`config.mk`:
```
export PLATFORM = sky130hd
export DESIGN_NAME = paced_queue_top
export DESIGN_NICKNAME = d
export VERILOG_FILES = /design/src/pacer_pkg.sv /design/src/apb_reg_fsm.sv /design/src/pace_fifo.sv /design/src/pace_out.sv /design/src/pace_timer.sv /design/src/paced_queue_top.sv
export SDC_FILE = /design/constraint.sdc
export NUM_CORES = 1
export LEC_CHECK = 0
export ABC_AREA = 0
export BUFFER_PORTS_ARGS = -buffer_cell sky130_fd_sc_hd__buf_4
export CAP_MARGIN = 20
export CORE_MARGIN = 1.5
export CORE_UTILIZATION = 55
export CTS_CLUSTER_DIAMETER = 150
export DETAILED_ROUTE_END_ITERATION = 8
export PLACE_DENSITY_LB_ADDON = 0.3
export SLEW_MARGIN = 5
export SYNTH_ARGS = -nofsm -noshare
export SYNTH_HDL_FRONTEND = slang
export SYNTH_SLANG_ARGS = --single-unit
```
`constraint.sdc`:
```
create_clock -name clk_i -period 14.35 [get_ports clk_i]
set_clock_uncertainty 0.2 [all_clocks]
set_input_delay 1.435 -clock clk_i [delete_from_list [all_inputs] [get_ports clk_i]]
set_output_delay 1.435 -clock clk_i [all_outputs]
set_load 0.05 [all_outputs]
```
`src/pacer_pkg.sv`:
```
/* Paced queue shared definitions */

package pacer_pkg;

    // width of one queued word
    localparam int unsigned DATA_W = 32;
    // number of queue entries
    localparam int unsigned QUEUE_DEPTH = 8;
    // pointer width into the queue memory
    localparam int unsigned PTR_W = 3;
    // usage count holds 0 .. QUEUE_DEPTH
    localparam int unsigned USAGE_W = 4;
    // interval register width
    localparam int unsigned INTERVAL_W = 16;
    // sent word counter width, wraps
    localparam int unsigned SENT_W = 16;
    // APB address width
    localparam int unsigned ADDR_W = 12;

    // count value when every entry is occupied
    localparam logic [USAGE_W-1:0] FULL_COUNT = USAGE_W'(QUEUE_DEPTH);
    // last pointer value before wrap
    localparam logic [PTR_W-1:0] LAST_PTR = PTR_W'(QUEUE_DEPTH - 1);

    // register offsets
    localparam logic [ADDR_W-1:0] ADDR_DATA     = 12'h000;
    localparam logic [ADDR_W-1:0] ADDR_INTERVAL = 12'h004;
    localparam logic [ADDR_W-1:0] ADDR_STATUS   = 12'h008;
    localparam logic [ADDR_W-1:0] ADDR_CTRL     = 12'h00C;

    // APB request from the bus master
    typedef struct packed {
        logic              psel;
        logic              penable;
        logic              pwrite;
        logic [ADDR_W-1:0] paddr;
        logic [DATA_W-1:0] pwdata;
    } apb_req_t;

    // APB response back to the master
    typedef struct packed {
        logic              pready;
        logic              pslverr;
        logic [DATA_W-1:0] prdata;
    } apb_rsp_t;

    // software control, flush is a strobe and lives elsewhere
    typedef struct packed {
        logic                  enable;
        logic [INTERVAL_W-1:0] interval;
    } ctrl_t;

    // queue occupancy flags
    typedef struct packed {
        logic               full;
        logic               empty;
        logic [USAGE_W-1:0] usage;
    } queue_status_t;

endpackage

```
`src/apb_reg_fsm.sv`:
```
/* APB register block */

`timescale 1ns/1ps

module apb_reg_fsm (
    input  logic                            clk_i,
    input  logic                            rst_ni,
    input  pacer_pkg::apb_req_t             apb_req_i,
    output pacer_pkg::apb_rsp_t             apb_rsp_o,
    input  pacer_pkg::queue_status_t        status_i,
    input  logic [pacer_pkg::SENT_W-1:0]    sent_i,
    output logic                            push_o,
    output logic [pacer_pkg::DATA_W-1:0]    wdata_o,
    output logic                            flush_o,
    output pacer_pkg::ctrl_t                ctrl_o
);

    // state records the phase of the previous cycle
    typedef enum logic [1:0] {
        ST_IDLE,
        ST_SETUP,
        ST_ACCESS
    } state_e;

    state_e state_q;
    state_e state_d;

    logic setup_phase;
    logic access_phase;
    logic valid_access;
    logic wr_en;
    logic hit_data;
    logic hit_interval;
    logic hit_status;
    logic hit_ctrl;
    logic mapped;
    logic [pacer_pkg::DATA_W-1:0] rdata;
    pacer_pkg::ctrl_t ctrl_q;

    assign setup_phase  = apb_req_i.psel & ~apb_req_i.penable;
    assign access_phase = apb_req_i.psel & apb_req_i.penable;
    // an access only counts when a setup cycle came right before it
    assign valid_access = access_phase & (state_q == ST_SETUP);

    // address decode
    assign hit_data     = (apb_req_i.paddr == pacer_pkg::ADDR_DATA);
    assign hit_interval = (apb_req_i.paddr == pacer_pkg::ADDR_INTERVAL);
    assign hit_status   = (apb_req_i.paddr == pacer_pkg::ADDR_STATUS);
    assign hit_ctrl     = (apb_req_i.paddr == pacer_pkg::ADDR_CTRL);
    assign mapped       = hit_data | hit_interval | hit_status | hit_ctrl;

    assign wr_en = valid_access & apb_req_i.pwrite;

    always_comb begin
        state_d = ST_IDLE;
        case (state_q)
            ST_IDLE:   state_d = setup_phase ? ST_SETUP : ST_IDLE;
            ST_SETUP: begin
                if (access_phase) state_d = ST_ACCESS;
                else if (setup_phase) state_d = ST_SETUP;
                else state_d = ST_IDLE;
            end
            // back to back transfers go straight into a new setup
            ST_ACCESS: state_d = setup_phase ? ST_SETUP : ST_IDLE;
            default:   state_d = ST_IDLE;
        endcase
    end

    // read mux, zero outside a read access
    always_comb begin
        rdata = '0;
        if (valid_access && !apb_req_i.pwrite) begin
            if (hit_status) begin
                rdata = {sent_i, 8'h00, status_i.usage, 2'b00, status_i.full, status_i.empty};
            end else if (hit_interval) begin
                rdata[pacer_pkg::INTERVAL_W-1:0] = ctrl_q.interval;
            end else if (hit_ctrl) begin
                rdata[0] = ctrl_q.enable;
            end
        end
    end

    // every access cycle completes at once
    assign apb_rsp_o.pready  = access_phase;
    assign apb_rsp_o.prdata  = rdata;
    // bad phase order, unmapped address or a write into a full queue
    assign apb_rsp_o.pslverr = access_phase &
        (~valid_access | ~mapped | (apb_req_i.pwrite & hit_data & status_i.full));

    assign push_o  = wr_en & hit_data & ~status_i.full;
    assign wdata_o = apb_req_i.pwdata;
    assign flush_o = wr_en & hit_ctrl & apb_req_i.pwdata[1];
    assign ctrl_o  = ctrl_q;

    always_ff @(posedge clk_i or negedge rst_ni) begin
        if (!rst_ni) begin
            state_q <= ST_IDLE;
            ctrl_q  <= '0;
        end else begin
            state_q <= state_d;
            if (wr_en && hit_interval) begin
                ctrl_q.interval <= apb_req_i.pwdata[pacer_pkg::INTERVAL_W-1:0];
            end
            if (wr_en && hit_ctrl) begin
                ctrl_q.enable <= apb_req_i.pwdata[0];
            end
        end
    end

endmodule

```
`src/pace_fifo.sv`:
```
/* Circular buffer queue */

`timescale 1ns/1ps

module pace_fifo (
    input  logic                            clk_i,
    input  logic                            rst_ni,
    input  logic                            flush_i,
    input  logic                            push_i,
    input  logic [pacer_pkg::DATA_W-1:0]    data_i,
    input  logic                            pop_i,
    output logic [pacer_pkg::DATA_W-1:0]    data_o,
    output pacer_pkg::queue_status_t        status_o
);

    // read and write pointers, wrap at the queue depth
    logic [pacer_pkg::PTR_W-1:0] rd_ptr_q;
    logic [pacer_pkg::PTR_W-1:0] rd_ptr_d;
    logic [pacer_pkg::PTR_W-1:0] wr_ptr_q;
    logic [pacer_pkg::PTR_W-1:0] wr_ptr_d;

    // occupancy count, status flags come from here
    logic [pacer_pkg::USAGE_W-1:0] cnt_q;
    logic [pacer_pkg::USAGE_W-1:0] cnt_d;

    // storage array
    logic [pacer_pkg::DATA_W-1:0] mem_q [pacer_pkg::QUEUE_DEPTH];

    logic full;
    logic empty;
    logic do_push;
    logic do_pop;

    assign full  = (cnt_q == pacer_pkg::FULL_COUNT);
    assign empty = (cnt_q == '0);

    // a push into a full queue or a pop from an empty one is dropped here
    assign do_push = push_i & ~full;
    assign do_pop  = pop_i & ~empty;

    // head word is always the entry under the read pointer
    assign data_o = mem_q[rd_ptr_q];

    assign status_o.full  = full;
    assign status_o.empty = empty;
    assign status_o.usage = cnt_q;

    always_comb begin
        rd_ptr_d = rd_ptr_q;
        wr_ptr_d = wr_ptr_q;
        cnt_d    = cnt_q;

        if (do_push) begin
            wr_ptr_d = (wr_ptr_q == pacer_pkg::LAST_PTR) ? '0 : wr_ptr_q + 1'b1;
        end
        if (do_pop) begin
            rd_ptr_d = (rd_ptr_q == pacer_pkg::LAST_PTR) ? '0 : rd_ptr_q + 1'b1;
        end

        // push and pop together leave the count alone
        case ({do_push, do_pop})
            2'b10:   cnt_d = cnt_q + 1'b1;
            2'b01:   cnt_d = cnt_q - 1'b1;
            default: cnt_d = cnt_q;
        endcase
    end

    always_ff @(posedge clk_i or negedge rst_ni) begin
        if (!rst_ni) begin
            rd_ptr_q <= '0;
            wr_ptr_q <= '0;
            cnt_q    <= '0;
        end else if (flush_i) begin
            // flush beats any push or pop in the same cycle
            rd_ptr_q <= '0;
            wr_ptr_q <= '0;
            cnt_q    <= '0;
        end else begin
            rd_ptr_q <= rd_ptr_d;
            wr_ptr_q <= wr_ptr_d;
            cnt_q    <= cnt_d;
        end
    end

    // memory only changes on an accepted push
    always_ff @(posedge clk_i) begin
        if (do_push) begin
            mem_q[wr_ptr_q] <= data_i;
        end
    end

endmodule

```
`src/pace_out.sv`:
```
/* Stream output stage */

`timescale 1ns/1ps

module pace_out (
    input  logic                            clk_i,
    input  logic                            rst_ni,
    input  pacer_pkg::ctrl_t                ctrl_i,
    input  pacer_pkg::queue_status_t        status_i,
    input  logic [pacer_pkg::DATA_W-1:0]    head_i,
    input  logic                            release_ok_i,
    output logic                            pop_o,
    output logic                            reload_o,
    output logic [pacer_pkg::DATA_W-1:0]    data_o,
    output logic                            valid_o,
    input  logic                            ready_i,
    output logic [pacer_pkg::SENT_W-1:0]    sent_o
);

    logic                          hold_valid_q;
    logic [pacer_pkg::DATA_W-1:0]  hold_data_q;
    logic [pacer_pkg::SENT_W-1:0]  sent_q;
    logic                          accept;
    logic                          release_now;

    // word leaves on valid and ready together
    assign accept = hold_valid_q & ready_i;

    // hold register must be free or draining this cycle
    assign release_now = ctrl_i.enable & release_ok_i & ~status_i.empty &
                         (~hold_valid_q | accept);

    // pop the queue and restart the gap on the same cycle
    assign pop_o    = release_now;
    assign reload_o = release_now;

    always_ff @(posedge clk_i or negedge rst_ni) begin
        if (!rst_ni) begin
            hold_valid_q <= 1'b0;
            sent_q       <= '0;
        end else begin
            if (release_now) begin
                hold_valid_q <= 1'b1;
            end else if (accept) begin
                hold_valid_q <= 1'b0;
            end
            // wraps at 16 bits
            if (accept) begin
                sent_q <= sent_q + 1'b1;
            end
        end
    end

    // payload only, qualified by hold_valid_q
    always_ff @(posedge clk_i) begin
        if (release_now) begin
            hold_data_q <= head_i;
        end
    end

    assign data_o  = hold_data_q;
    assign valid_o = hold_valid_q;
    assign sent_o  = sent_q;

endmodule

```
`src/pace_timer.sv`:
```
/* Release interval timer */

`timescale 1ns/1ps

module pace_timer (
    input  logic                                clk_i,
    input  logic                                rst_ni,
    input  logic [pacer_pkg::INTERVAL_W-1:0]    interval_i,
    input  logic                                reload_i,
    output logic                                ready_to_release_o
);

    // cycles left before the next release may go
    logic [pacer_pkg::INTERVAL_W-1:0] count_q;
    logic [pacer_pkg::INTERVAL_W-1:0] count_d;

    always_comb begin
        count_d = count_q;
        if (reload_i) begin
            // start a fresh gap at every release
            count_d = interval_i;
        end else if (count_q != '0) begin
            count_d = count_q - 1'b1;
        end
        // otherwise parked at zero, stays ready under back-pressure
    end

    always_ff @(posedge clk_i or negedge rst_ni) begin
        if (!rst_ni) begin
            // ready straight out of reset
            count_q <= '0;
        end else begin
            count_q <= count_d;
        end
    end

    // interval N gives ready again N cycles after the reload
    assign ready_to_release_o = (count_q == '0);

endmodule

```
`src/paced_queue_top.sv`:
```
/* Paced transmit queue */

`timescale 1ns/1ps

module paced_queue_top (
    input  logic                            clk_i,
    input  logic                            rst_ni,
    input  pacer_pkg::apb_req_t             apb_req_i,
    output pacer_pkg::apb_rsp_t             apb_rsp_o,
    output logic [pacer_pkg::DATA_W-1:0]    data_o,
    output logic                            valid_o,
    input  logic                            ready_i
);

    // register block to queue
    logic                           push;
    logic [pacer_pkg::DATA_W-1:0]   wdata;
    logic                           flush;
    pacer_pkg::ctrl_t               ctrl;

    // queue status and head word
    pacer_pkg::queue_status_t       status;
    logic [pacer_pkg::DATA_W-1:0]   head;

    // output stage handshakes
    logic                           pop;
    logic                           reload;
    logic                           release_ok;
    logic [pacer_pkg::SENT_W-1:0]   sent;

    apb_reg_fsm i_apb_reg_fsm (
        .clk_i     (clk_i),
        .rst_ni    (rst_ni),
        .apb_req_i (apb_req_i),
        .apb_rsp_o (apb_rsp_o),
        .status_i  (status),
        .sent_i    (sent),
        .push_o    (push),
        .wdata_o   (wdata),
        .flush_o   (flush),
        .ctrl_o    (ctrl)
    );

    pace_fifo i_pace_fifo (
        .clk_i    (clk_i),
        .rst_ni   (rst_ni),
        .flush_i  (flush),
        .push_i   (push),
        .data_i   (wdata),
        .pop_i    (pop),
        .data_o   (head),
        .status_o (status)
    );

    pace_timer i_pace_timer (
        .clk_i              (clk_i),
        .rst_ni             (rst_ni),
        .interval_i         (ctrl.interval),
        .reload_i           (reload),
        .ready_to_release_o (release_ok)
    );

    pace_out i_pace_out (
        .clk_i        (clk_i),
        .rst_ni       (rst_ni),
        .ctrl_i       (ctrl),
        .status_i     (status),
        .head_i       (head),
        .release_ok_i (release_ok),
        .pop_o        (pop),
        .reload_o     (reload),
        .data_o       (data_o),
        .valid_o      (valid_o),
        .ready_i      (ready_i),
        .sent_o       (sent)
    );

endmodule

```
==> metrics.log, run 1 <==
[metrics] result of the run: finished, final reports clean
[metrics] FMAX: 197.0 MHz
[metrics] total negative setup slack: 0 ns
[metrics] CP bufs+invs: 2
[metrics] number of antenna violations at the first check in global routing: 0
[metrics] number of cells in the design after placement: 1,176
[metrics] maximum net fanout on the critical path: 16
[metrics] Synth warnings: 0
[metrics] number of register bits inferred by synthesis: 350
[metrics] Iteration-0 DRC Markers: 464
[metrics] top cell type by total area after synthesis: edfxtp_1
[metrics] number of gates resized after cts: 0
[metrics] Worst-Margin Slew: 1.030 ns
[metrics] number of synthesized flops with an enable pin: 288
[metrics] global-route wire length before repair: 43,210 µm
[metrics] nets in the synthesized netlist: 806
[metrics] worst max-slew margin expressed relative to the limit: 31.35%
[metrics] count of buffers added by post-CTS timing repair for setup: 0
[metrics] Final ANT Viol Nets: 0
[metrics] routed via count divided by cell count: 5.882
[metrics] via count of the first global-routing pass: 7,787
[metrics] cell depth of the worst hold path: 1
[metrics] CP max stage delay: approximately 0.46 ns
[metrics] highest-delay cell along the critical path: nor2b_2
[metrics] FFs w/ async S/R, synth: 17.71%
[metrics] initial core utilization: a little under three fifths
[metrics] Gate Count Post-Synth: 748
[metrics] peak supply drop: 0.1039 mV
[metrics] Period minus WS final: ~5.1 ns
[metrics] Maximum Capacitance Violations: 0
[metrics] drc violations: 0
[metrics] endpoints failing hold: 0
[metrics] total power divided by cell area: 121.4 nW/µm²
[metrics] placeable core region: 25,040 µm²
[metrics] Crit Path Category: in2out
[metrics] commonest cells in the synthesized netlist: edfxtp_1, mux4_2, dfrtp_1
[metrics] list of cells traversed by the critical path: buf_4 > nor4_1 > and4_1 > nand2b_1 > nor2b_2 > and2_1 > buf_4
[metrics] final core area utilization: 65.27%
[metrics] register-to-register path setup slack: about 11 ns
[metrics] Most Frequent Cell on Critical Path: buf_4
[metrics] placer's final routability congestion estimate: 0.8227
[metrics] num ports: roughly 120
[metrics] launch instance of the worst min-delay path: i_apb_reg_fsm.state_q[1]
[metrics] antenna diode instance count: 0
[metrics] clock slew seen by the registers of the worst setup and hold paths: 0.06 ns
[metrics] clock latency on the worst-skew pair: 0.52 ns
[metrics] die area: 26,350 µm²
[metrics] die boundary height: 162.3 µm
[metrics] depth of the worst register-to-register path: 12
[metrics] type of the tightest min-delay check: reg2reg
[metrics] Worst Path Arrival: 3.44 ns
[metrics] Hold Crit Endpoint: i_apb_reg_fsm.state_q[0]
[metrics] Area growth syn-to-layout: 17.03%
[metrics] number of distinct library cells after synthesis: 54
[metrics] # port buffers: 116
[metrics] CP delay by family, top: simple AND/OR/NAND/NOR gates
[metrics] wire length on met2: roughly 14,000 µm
[metrics] die span in x: roughly 160 µm
[metrics] row count: 58
[metrics] number of sinks on the clock net: 350
[metrics] Worst R2R Start: i_pace_timer.count_q[0]
[metrics] number of H-tree branching levels: 2
[metrics] required time of the worst setup path: about 13 ns
[metrics] largest net degree at the start of global routing: 63
[metrics] share of the synthesized area in the top cell type: 61.94%
[metrics] detailed-routing wirelength on met1: around 11,000 µm
[metrics] detail-routed net length per standard cell: roughly 22 µm
[metrics] via count: about 7,300
[metrics] final cell count without fillers: 1,238
[metrics] top_reg_cell synth: edfxtp_1
[metrics] highest metal layer used by the detailed router: met4
[metrics] register area share after synthesis: 73.05%
[metrics] Pins Over Slew Limit: 0
[metrics] length of the first detailed-routing pass in iterations: 5
[metrics] clock buffers created by TritonCTS: 36
[metrics] CTS tree: built
[metrics] startpoint kind of the worst setup timing path: input pin
[metrics] Avg Cell Area, Syn: 18.67 µm²
[metrics] leading post-synthesis cells by cell area: edfxtp_1, dfrtp_1, mux4_2
[metrics] root cell of the clock tree: clkbuf_16
[metrics] leakage: 5.634 nW
[metrics] Post-Syn Area: 13,960 µm²
[metrics] overall fraction of global-route tracks in use: 21.79%
[metrics] hold bufs inserted after CTS: 0
[metrics] count of final setup violators: 0
[metrics] dominant cell by count in the synthesized netlist: edfxtp_1
[metrics] total wire length after detailed routing: 27,590 µm
[metrics] RSZ-0062 raised after global routing: false
[metrics] routed wire length on met3: approximately 1800 µm
[metrics] type of destination of the critical path: output port
[metrics] Final period util: 35.37%
[metrics] share of post-route cells with drive strength above 1: 34.58%
[metrics] Worst R2R End: i_pace_fifo.cnt_q[2]
[metrics] NumNets Final: 942
[metrics] global route overflow: 0
[metrics] sum of net half-perimeters after detailed placement: 15,890 µm
[metrics] CTS max path bufs: 3
## sequential cells by signal, indices dropped and copies added (netlist names)
| signal | cells |
|---|---|
| i_pace_fifo.rd_ptr_q | 3 |
| i_pace_fifo.cnt_q | 4 |
| i_pace_fifo.mem_q | 256 |
| i_apb_reg_fsm.state_q | 2 |
| i_pace_fifo.wr_ptr_q | 3 |
| i_pace_out.data_o | 32 |
| i_apb_reg_fsm.ctrl_o | 17 |
| i_pace_out.valid_o | 1 |
| i_pace_out.sent_o | 16 |
| i_pace_timer.count_q | 16 |
## how the worst max path moves through the flow
stage,from,end,depth (start not counted)
after global placement,apb_req_i[33],apb_rsp_o[12],7
after floorplan,apb_req_i[35],i_pace_fifo.mem_q[0][0],5
final,apb_req_i[33],apb_rsp_o[19],7
after global routing,apb_req_i[33],apb_rsp_o[8],7
after detailed placement,apb_req_i[33],apb_rsp_o[8],7
after CTS,apb_req_i[33],apb_rsp_o[8],7
## layout by cell type, fill, tap and decap left out, types with 5 or more instances in the layout
cell type	n
edfxtp_1	288
buf_4	128
mux4_2	64
dfrtp_1	59
mux2_2	50
clkbuf_16	39
nand2_1	37
and2_1	28
nor2_1	24
xnor2_1	15
clkbuf_1	12
nand3_1	11
o21ai_0	11
nor4_1	10
a21oi_1	10
nor3_1	8
ha_1	8
a22oi_1	7
inv_1	6
xor2_1	6
clkinv_2	6
nor3_2	5
or3_1	5
and3_1	5
## final cells by class
class / count / area, µm²
Sequential cell: 350 / 10210
Inverter: 6 / 22.52
Timing Repair Buffer: 128 / 960.9
Clock buffer: 51 / 1021
Tap cell: 330 / 412.9
Clock inverter: 11 / 65.06
Multi-Input combinational cell: 362 / 3654
Fill cell: 1679 / 8695
## power by group
group / internal (mW) / switching, mW
sequential: 1.10 / 0.00137
clock: 0.496 / 0.357
combinational: 0.0111 / 0.0188
## kinds of logic after synthesis
family / Yosys count / synth area share, %
buffers and inverters: 36 / 1.192
and+or+nand+nor: 168 / 6.720
muxes: 118 / 14.64
AOI/OAI and AO/OA: 47 / 2.366
DFF: 350 / 73.05
adders and majority gates: 8 / 0.7169
xor gates and xnor gates: 21 / 1.317
## metrics by stage
step                      power, mW  worst slack [ns]  hold WS [ns]  cell area, µm²
final                         1.984             9.275        0.2798           16340
after global routing          2.038             9.029        0.3065           16340
after CTS                     2.001             9.241        0.2876           16340
after detailed placement      1.152             9.248        0.2665           15260
after global placement        1.149             9.434        0.2318           15260
after floorplan               1.126             8.263        0.2125           13960
## routing by layer
layer / up-vias / GRT usage [%]
li1: 3241 / -
met1: 3744 / 29.87
met2: 261 / 36.31
met3: 36 / 3.641
met4: 0 / 6.631
met5: - / 0
No activity file was read; power rests on OpenSTA's default activity.
==> run 2: changes to the inputs <==
CORE_UTILIZATION = 54   (was 55)
clock period = 4.15 ns   (was 14.35 ns; I/O delays follow)
==> metrics.log, run 2 (synthesized netlist as in run 1, its figures left out) <==
[metrics] startpoint kind of the worst setup timing path: input pin
[metrics] leakage: 5.857 nW
[metrics] largest net degree at the start of global routing: 63
[metrics] via count of the first global-routing pass: 7,663
[metrics] routed via count divided by cell count: 5.811
[metrics] most common cell after layout, fill and taps aside: edfxtp_1
[metrics] Final period util: between 80% and 90%
[metrics] die span in x: 163.8 µm
[metrics] clock buffers created by TritonCTS: 37
[metrics] drc violations: 0
[metrics] sum of net half-perimeters after detailed placement: between 15,000 and 20,000 µm
[metrics] CTS tree: built
[metrics] Worst R2R Start: i_pace_timer.count_q[6]
[metrics] share of post-route cells with drive strength above 1: approximately a third
[metrics] detail-routed net length per standard cell: ~21 µm
[metrics] count of final setup violators: 0
[metrics] die boundary height: between 150 and 200 µm
[metrics] num ports: 117
[metrics] Maximum Capacitance Violations: 0
[metrics] number of gates resized after cts: 0
[metrics] Worst-Margin Slew: about 1 ns
[metrics] Pins Over Slew Limit: 0
[metrics] Most flops, register: i_pace_fifo.mem_q
[metrics] number of flip-flops under the largest register name: 256
[metrics] worst-case setup slack after placement: 1.077 ns
[metrics] row count: 58
[metrics] commonest non-fill, non-tap cells in the layout: edfxtp_1, buf_4, mux4_2
[metrics] Final ANT Viol Nets: 0
[metrics] root cell of the clock tree: clkbuf_16
[metrics] type of destination of the critical path: output port
[metrics] Area growth syn-to-layout: 21.03%
[metrics] Hold Crit Endpoint: i_pace_out.sent_o[2]
[metrics] peak supply drop: ~0.38 mV
[metrics] antenna diode instance count: 0
[metrics] placeable core region: 25,250 µm²
[metrics] required time of the worst setup path: between 3 and 4 ns
[metrics] FMAX: 294.0 MHz
[metrics] via count: 7,427
[metrics] worst max-slew margin expressed relative to the limit: 33.09%
[metrics] result of the run: finished, final reports clean
[metrics] Worst Path Arrival: 2.79 ns
[metrics] placed standard-cell area: 15,330 µm²
[metrics] post-route standard cell area excluding fillers: 16,900 µm²
[metrics] total power divided by cell area: 428.6 nW/µm²
[metrics] overall fraction of global-route tracks in use: 21.34%
[metrics] die area: 26,830 µm²
[metrics] endpoints failing hold: 0
[metrics] Period minus WS final: 3.402 ns
[metrics] maximum net fanout on the critical path: 16
[metrics] register-to-register path setup slack: 1.13 ns
[metrics] initial core utilization: between 50 and 60%
[metrics] # port buffers: 116
[metrics] Setup WS post-layout: ~0.75 ns
[metrics] type of the tightest min-delay check: in2reg
[metrics] total wire length after detailed routing: 27,410 µm
[metrics] global route overflow: 0
[metrics] RSZ-0062 raised after global routing: false
[metrics] placer's final routability congestion estimate: roughly 0.84
[metrics] count of buffers added by post-CTS timing repair for setup: 0
[metrics] CTS max path bufs: 3
[metrics] length of the first detailed-routing pass in iterations: 5
[metrics] Iteration-0 DRC Markers: 542
[metrics] global-route wire length before repair: approximately 43,000 µm
[metrics] NumNets Final: 981
[metrics] cell depth of the worst hold path: 3
[metrics] launch instance of the worst min-delay path: ready_i
[metrics] depth of the worst register-to-register path: 11
[metrics] Crit Path Category: in2out
[metrics] Worst R2R End: i_pace_fifo.cnt_q[2]
[metrics] clock slew seen by the registers of the worst setup and hold paths: approximately 0.050 ns
[metrics] final worst hold slack: 0.03636 ns
[metrics] number of H-tree branching levels: 2
[metrics] number of sinks on the clock net: 350
[metrics] clock latency on the worst-skew pair: 0.51 ns
[metrics] number of antenna violations at the first check in global routing: 1
run 2: per-layer routing:
metal  track usage [%]  vias to the layer above  routed length (µm)
met5                 0                        -                  11
met4             5.868                        2                 523
met3             3.258                       47                1401
met2             35.60                      225               13730
met1             29.61                     3832               11740
li1                  -                     3321                   -
run 2: worst max path at each step:
| stage | start | to | slack (ns) |
|---|---|---|---|
| after floorplan | apb_req_i[35] | i_pace_fifo.mem_q[2][0] | -0.09 |
| after global placement | apb_req_i[33] | i_pace_fifo.mem_q[3][28] | 1.11 |
| after detailed placement | apb_req_i[33] | i_pace_fifo.mem_q[3][28] | 1.08 |
| after CTS | apb_req_i[45] | apb_rsp_o[8] | 0.76 |
| after global routing | apb_req_i[45] | apb_rsp_o[2] | 0.52 |
| final | apb_req_i[45] | apb_rsp_o[18] | 0.75 |
run 2: critical path, cell delays in order:
cell	delay, ns
dlygate4sd3_1	0.52
buf_4	0.11
and4b_1	0.23
and4_1	0.38
nand2b_1	0.24
nor2b_2	0.46
and2_1	0.23
buf_4	0.20
run 2: repair_timing:
action	in CTS	in global routing
hold buffers	35	0
endpoints found under the setup margin	0	0
hold endpoints to repair	319	0
run 2: cell type report:
cell class              instances  area, µm²
clock inverters                15      205.2
inverters                       6      22.52
clock buffers                  49       1013
repair buffers                166       1371
multi-input cells             362       3669
well taps                     330      412.9
fillers                      1705       8354
flip-flops and latches        350      10210
run 2: power by group:
group	total [mW]	leakage, nW	switching, mW	internal (mW)
clock network	3.30	0.588	1.28	2.03
logic	0.132	1.89	0.0727	0.0596
registers	3.81	3.38	0.00452	3.80
total	7.24	5.86	1.35	5.89
run 2: per-stage QoR:
step,power (mW),utilization (%),std cells,setup TNS (ns)
global placement,3.980,60.71,1179,0
detailed placement,3.984,60.71,1179,0
finish,7.244,66.92,1278,0
CTS,7.302,66.92,1278,0
floorplan,3.895,-,748,-8.186
global route,7.445,66.92,1278,0
==> run 3: changes to the inputs <==
clock period = 2.8 ns   (was 4.15 ns; I/O delays follow)
==> metrics.log, run 3 (synthesized netlist as in run 1, its figures left out) <==
[metrics] NumNets Final: 1,016
[metrics] drc violations: 0
[metrics] post-route standard cell area excluding fillers: 17,320 µm²
[metrics] total power divided by cell area: 604.1 nW/µm²
[metrics] violated checks: negative setup slack
[metrics] Worst Path Arrival: 3.07 ns
[metrics] initial core utilization: 55.29%
[metrics] CTS max path bufs: 3
[metrics] number of sinks on the clock net: 350
[metrics] result of the run: complete, but fails checks
[metrics] Crit Path Category: reg2reg
[metrics] peak supply drop: 0.3582 mV
[metrics] root cell of the clock tree: clkbuf_16
[metrics] Final ANT Viol Nets: 0
[metrics] endpoints failing hold: 0
[metrics] number of cells in the design after placement: 1,202
[metrics] count of final setup violators: 1
[metrics] global route overflow: 0
[metrics] FMAX: 352.4 MHz
[metrics] Worst-Margin Slew: 0.8145 ns
[metrics] final cell count without fillers: 1,312
[metrics] clock latency on the worst-skew pair: roughly 0.5 ns
[metrics] row count: just under 60
[metrics] total power of the final layout: 10.46 mW
[metrics] number of flip-flops under the largest register name: 256
[metrics] placer's final routability congestion estimate: about 0.93
[metrics] die boundary height: 163.8 µm
[metrics] placed standard-cell area: 15,650 µm²
[metrics] commonest non-fill, non-tap cells in the layout: edfxtp_1, buf_4, mux4_2
[metrics] total wire length after detailed routing: 28,950 µm
[metrics] via count of the first global-routing pass: 7,992
[metrics] global-route wire length before repair: between 40,000 and 50,000 µm
[metrics] number of antenna violations at the first check in global routing: 0
[metrics] routed via count divided by cell count: 5.787
[metrics] required time of the worst setup path: 3.03 ns
[metrics] filler instances: 1,657
[metrics] share of post-route cells with drive strength above 1: 36.76%
[metrics] sum of net half-perimeters after detailed placement: 16,800 µm
[metrics] largest net degree at the start of global routing: 63
[metrics] Pins Over Slew Limit: 0
[metrics] clock slew seen by the registers of the worst setup and hold paths: 0.06 ns
[metrics] CTS tree: built
[metrics] overall fraction of global-route tracks in use: 22.29%
[metrics] Most flops, register: i_pace_fifo.mem_q
[metrics] via count: 7,593
[metrics] detail-routed net length per standard cell: 22.06 µm
[metrics] type of the tightest min-delay check: in2reg
[metrics] length of the first detailed-routing pass in iterations: 8
[metrics] placeable core region: about 25,000 µm²
[metrics] leakage: slightly above 6 nW
[metrics] Period minus WS final: 2.838 ns
[metrics] RSZ-0062 raised after global routing: true
[metrics] die span in x: 163.8 µm
[metrics] num ports: between 100 and 150
[metrics] final worst hold slack: around 0.033 ns
[metrics] Iteration-0 DRC Markers: 504
[metrics] number of H-tree branching levels: 2
[metrics] Setup WS post-layout: -0.03790 ns
[metrics] # port buffers: around 120
[metrics] most common cell after layout, fill and taps aside: edfxtp_1
[metrics] Maximum Capacitance Violations: 0
[metrics] worst max-slew margin expressed relative to the limit: 45.70%
[metrics] Area growth syn-to-layout: 24.02%
[metrics] maximum net fanout on the critical path: 5
[metrics] Final period util: 101.4%
[metrics] startpoint kind of the worst setup timing path: flip-flop
[metrics] die area: 26,830 µm²
[metrics] antenna diode instance count: 0
[metrics] type of destination of the critical path: flip-flop
[metrics] clock buffers created by TritonCTS: 37
## run 3: changes by cell type in the layout (fill, tap and decap cells not counted), moves of 2 or more
cell,before,now
buf_12,3,12
inv_2,0,2
clkinv_1,3,10
clkbuf_1,10,6
buf_6,0,5
nor3_4,2,5
dlygate4sd3_1,35,38
inv_1,6,4
buf_4,128,146
bufinv_16,5,3
nor3_2,4,1
ha_1,8,6
## run 3: stage by stage
step	utilization (%)	TNS [ns]	setup slack, ns
2_1_floorplan	-	-59.75	-0.3554
3_3_place_gp	61.96	0	0.04142
3_5_place_dp	61.96	-0.05876	-0.05876
4_1_cts	68.07	0	0.003108
5_1_grt	68.57	-0.1376	-0.1091
6_report	68.57	-0.03790	-0.03790
## run 3: power by group
group | internal (mW) | switching [mW] | leakage (nW)
registers | 5.64 | 0.00714 | 3.38
logic | 0.0929 | 0.111 | 2.12
clock network | 2.75 | 1.87 | 0.556
## run 3: repair_timing
action	CTS	global route
hold buffers	38	0
pin swaps	2	8
gates cloned	0	1
setup endpoints to repair	28	28
resized for setup	6	16
endpoints found under the hold margin	340	0
setup buffers	0	8
## run 3: worst paths after layout
| check | start | to | slack [ns] | cells past startpoint |
|---|---|---|---|---|
| hold reg to reg | i_pace_out.sent_o[15] | i_pace_out.sent_o[15] | 0.28 | 1 |
| setup reg to reg | i_pace_timer.count_q[0] | i_pace_fifo.cnt_q[2] | -0.04 | 12 |
| min in group asynchronous | rst_ni | i_apb_reg_fsm.ctrl_o[13] | 0.19 | 2 |
| hold / removal | apb_req_i[34] | i_pace_fifo.cnt_q[3] | 0.03 | 4 |
| max in group asynchronous | rst_ni | i_pace_fifo.rd_ptr_q[0] | 1.57 | 2 |
| setup / recovery | i_pace_timer.count_q[0] | i_pace_fifo.cnt_q[2] | -0.04 | 12 |
## run 3: worst max-delay path: stages (launching register included)
cell and delay [ns]:
dfrtp_1 0.41, inv_2 0.10, ha_4 0.13, nor4b_4 0.23, nand4_2 0.19, a211o_4 0.38
xnor2_2 0.14, ha_2 0.19, nor2_2 0.11, nand4_1 0.11, a211o_1 0.30, a21o_1 0.16
a21oi_1 0.11
## run 3: routing by layer
metal	share of wire (%)	routed length, µm	global-route usage (%)	vias up
li1	-	-	-	3389
met1	41	11990	29.95	3911
met2	50	14610	37.88	248
met3	6.2	1790	4.242	45
met4	1.9	552	5.455	0
met5	0	0	0	-
## run 3: cell type report
class                           count  area (µm²)  area share (%)
Clock buffer                       44       973.4           5.621
Sequential cell                   350       10210           58.93
Timing Repair Buffer              201        1773           10.24
Clock inverter                     19       171.4          0.9898
Multi-Input combinational cell    362        3759           21.70
Tap cell                          330       412.9           2.384
Inverter                            6       22.52          0.1300
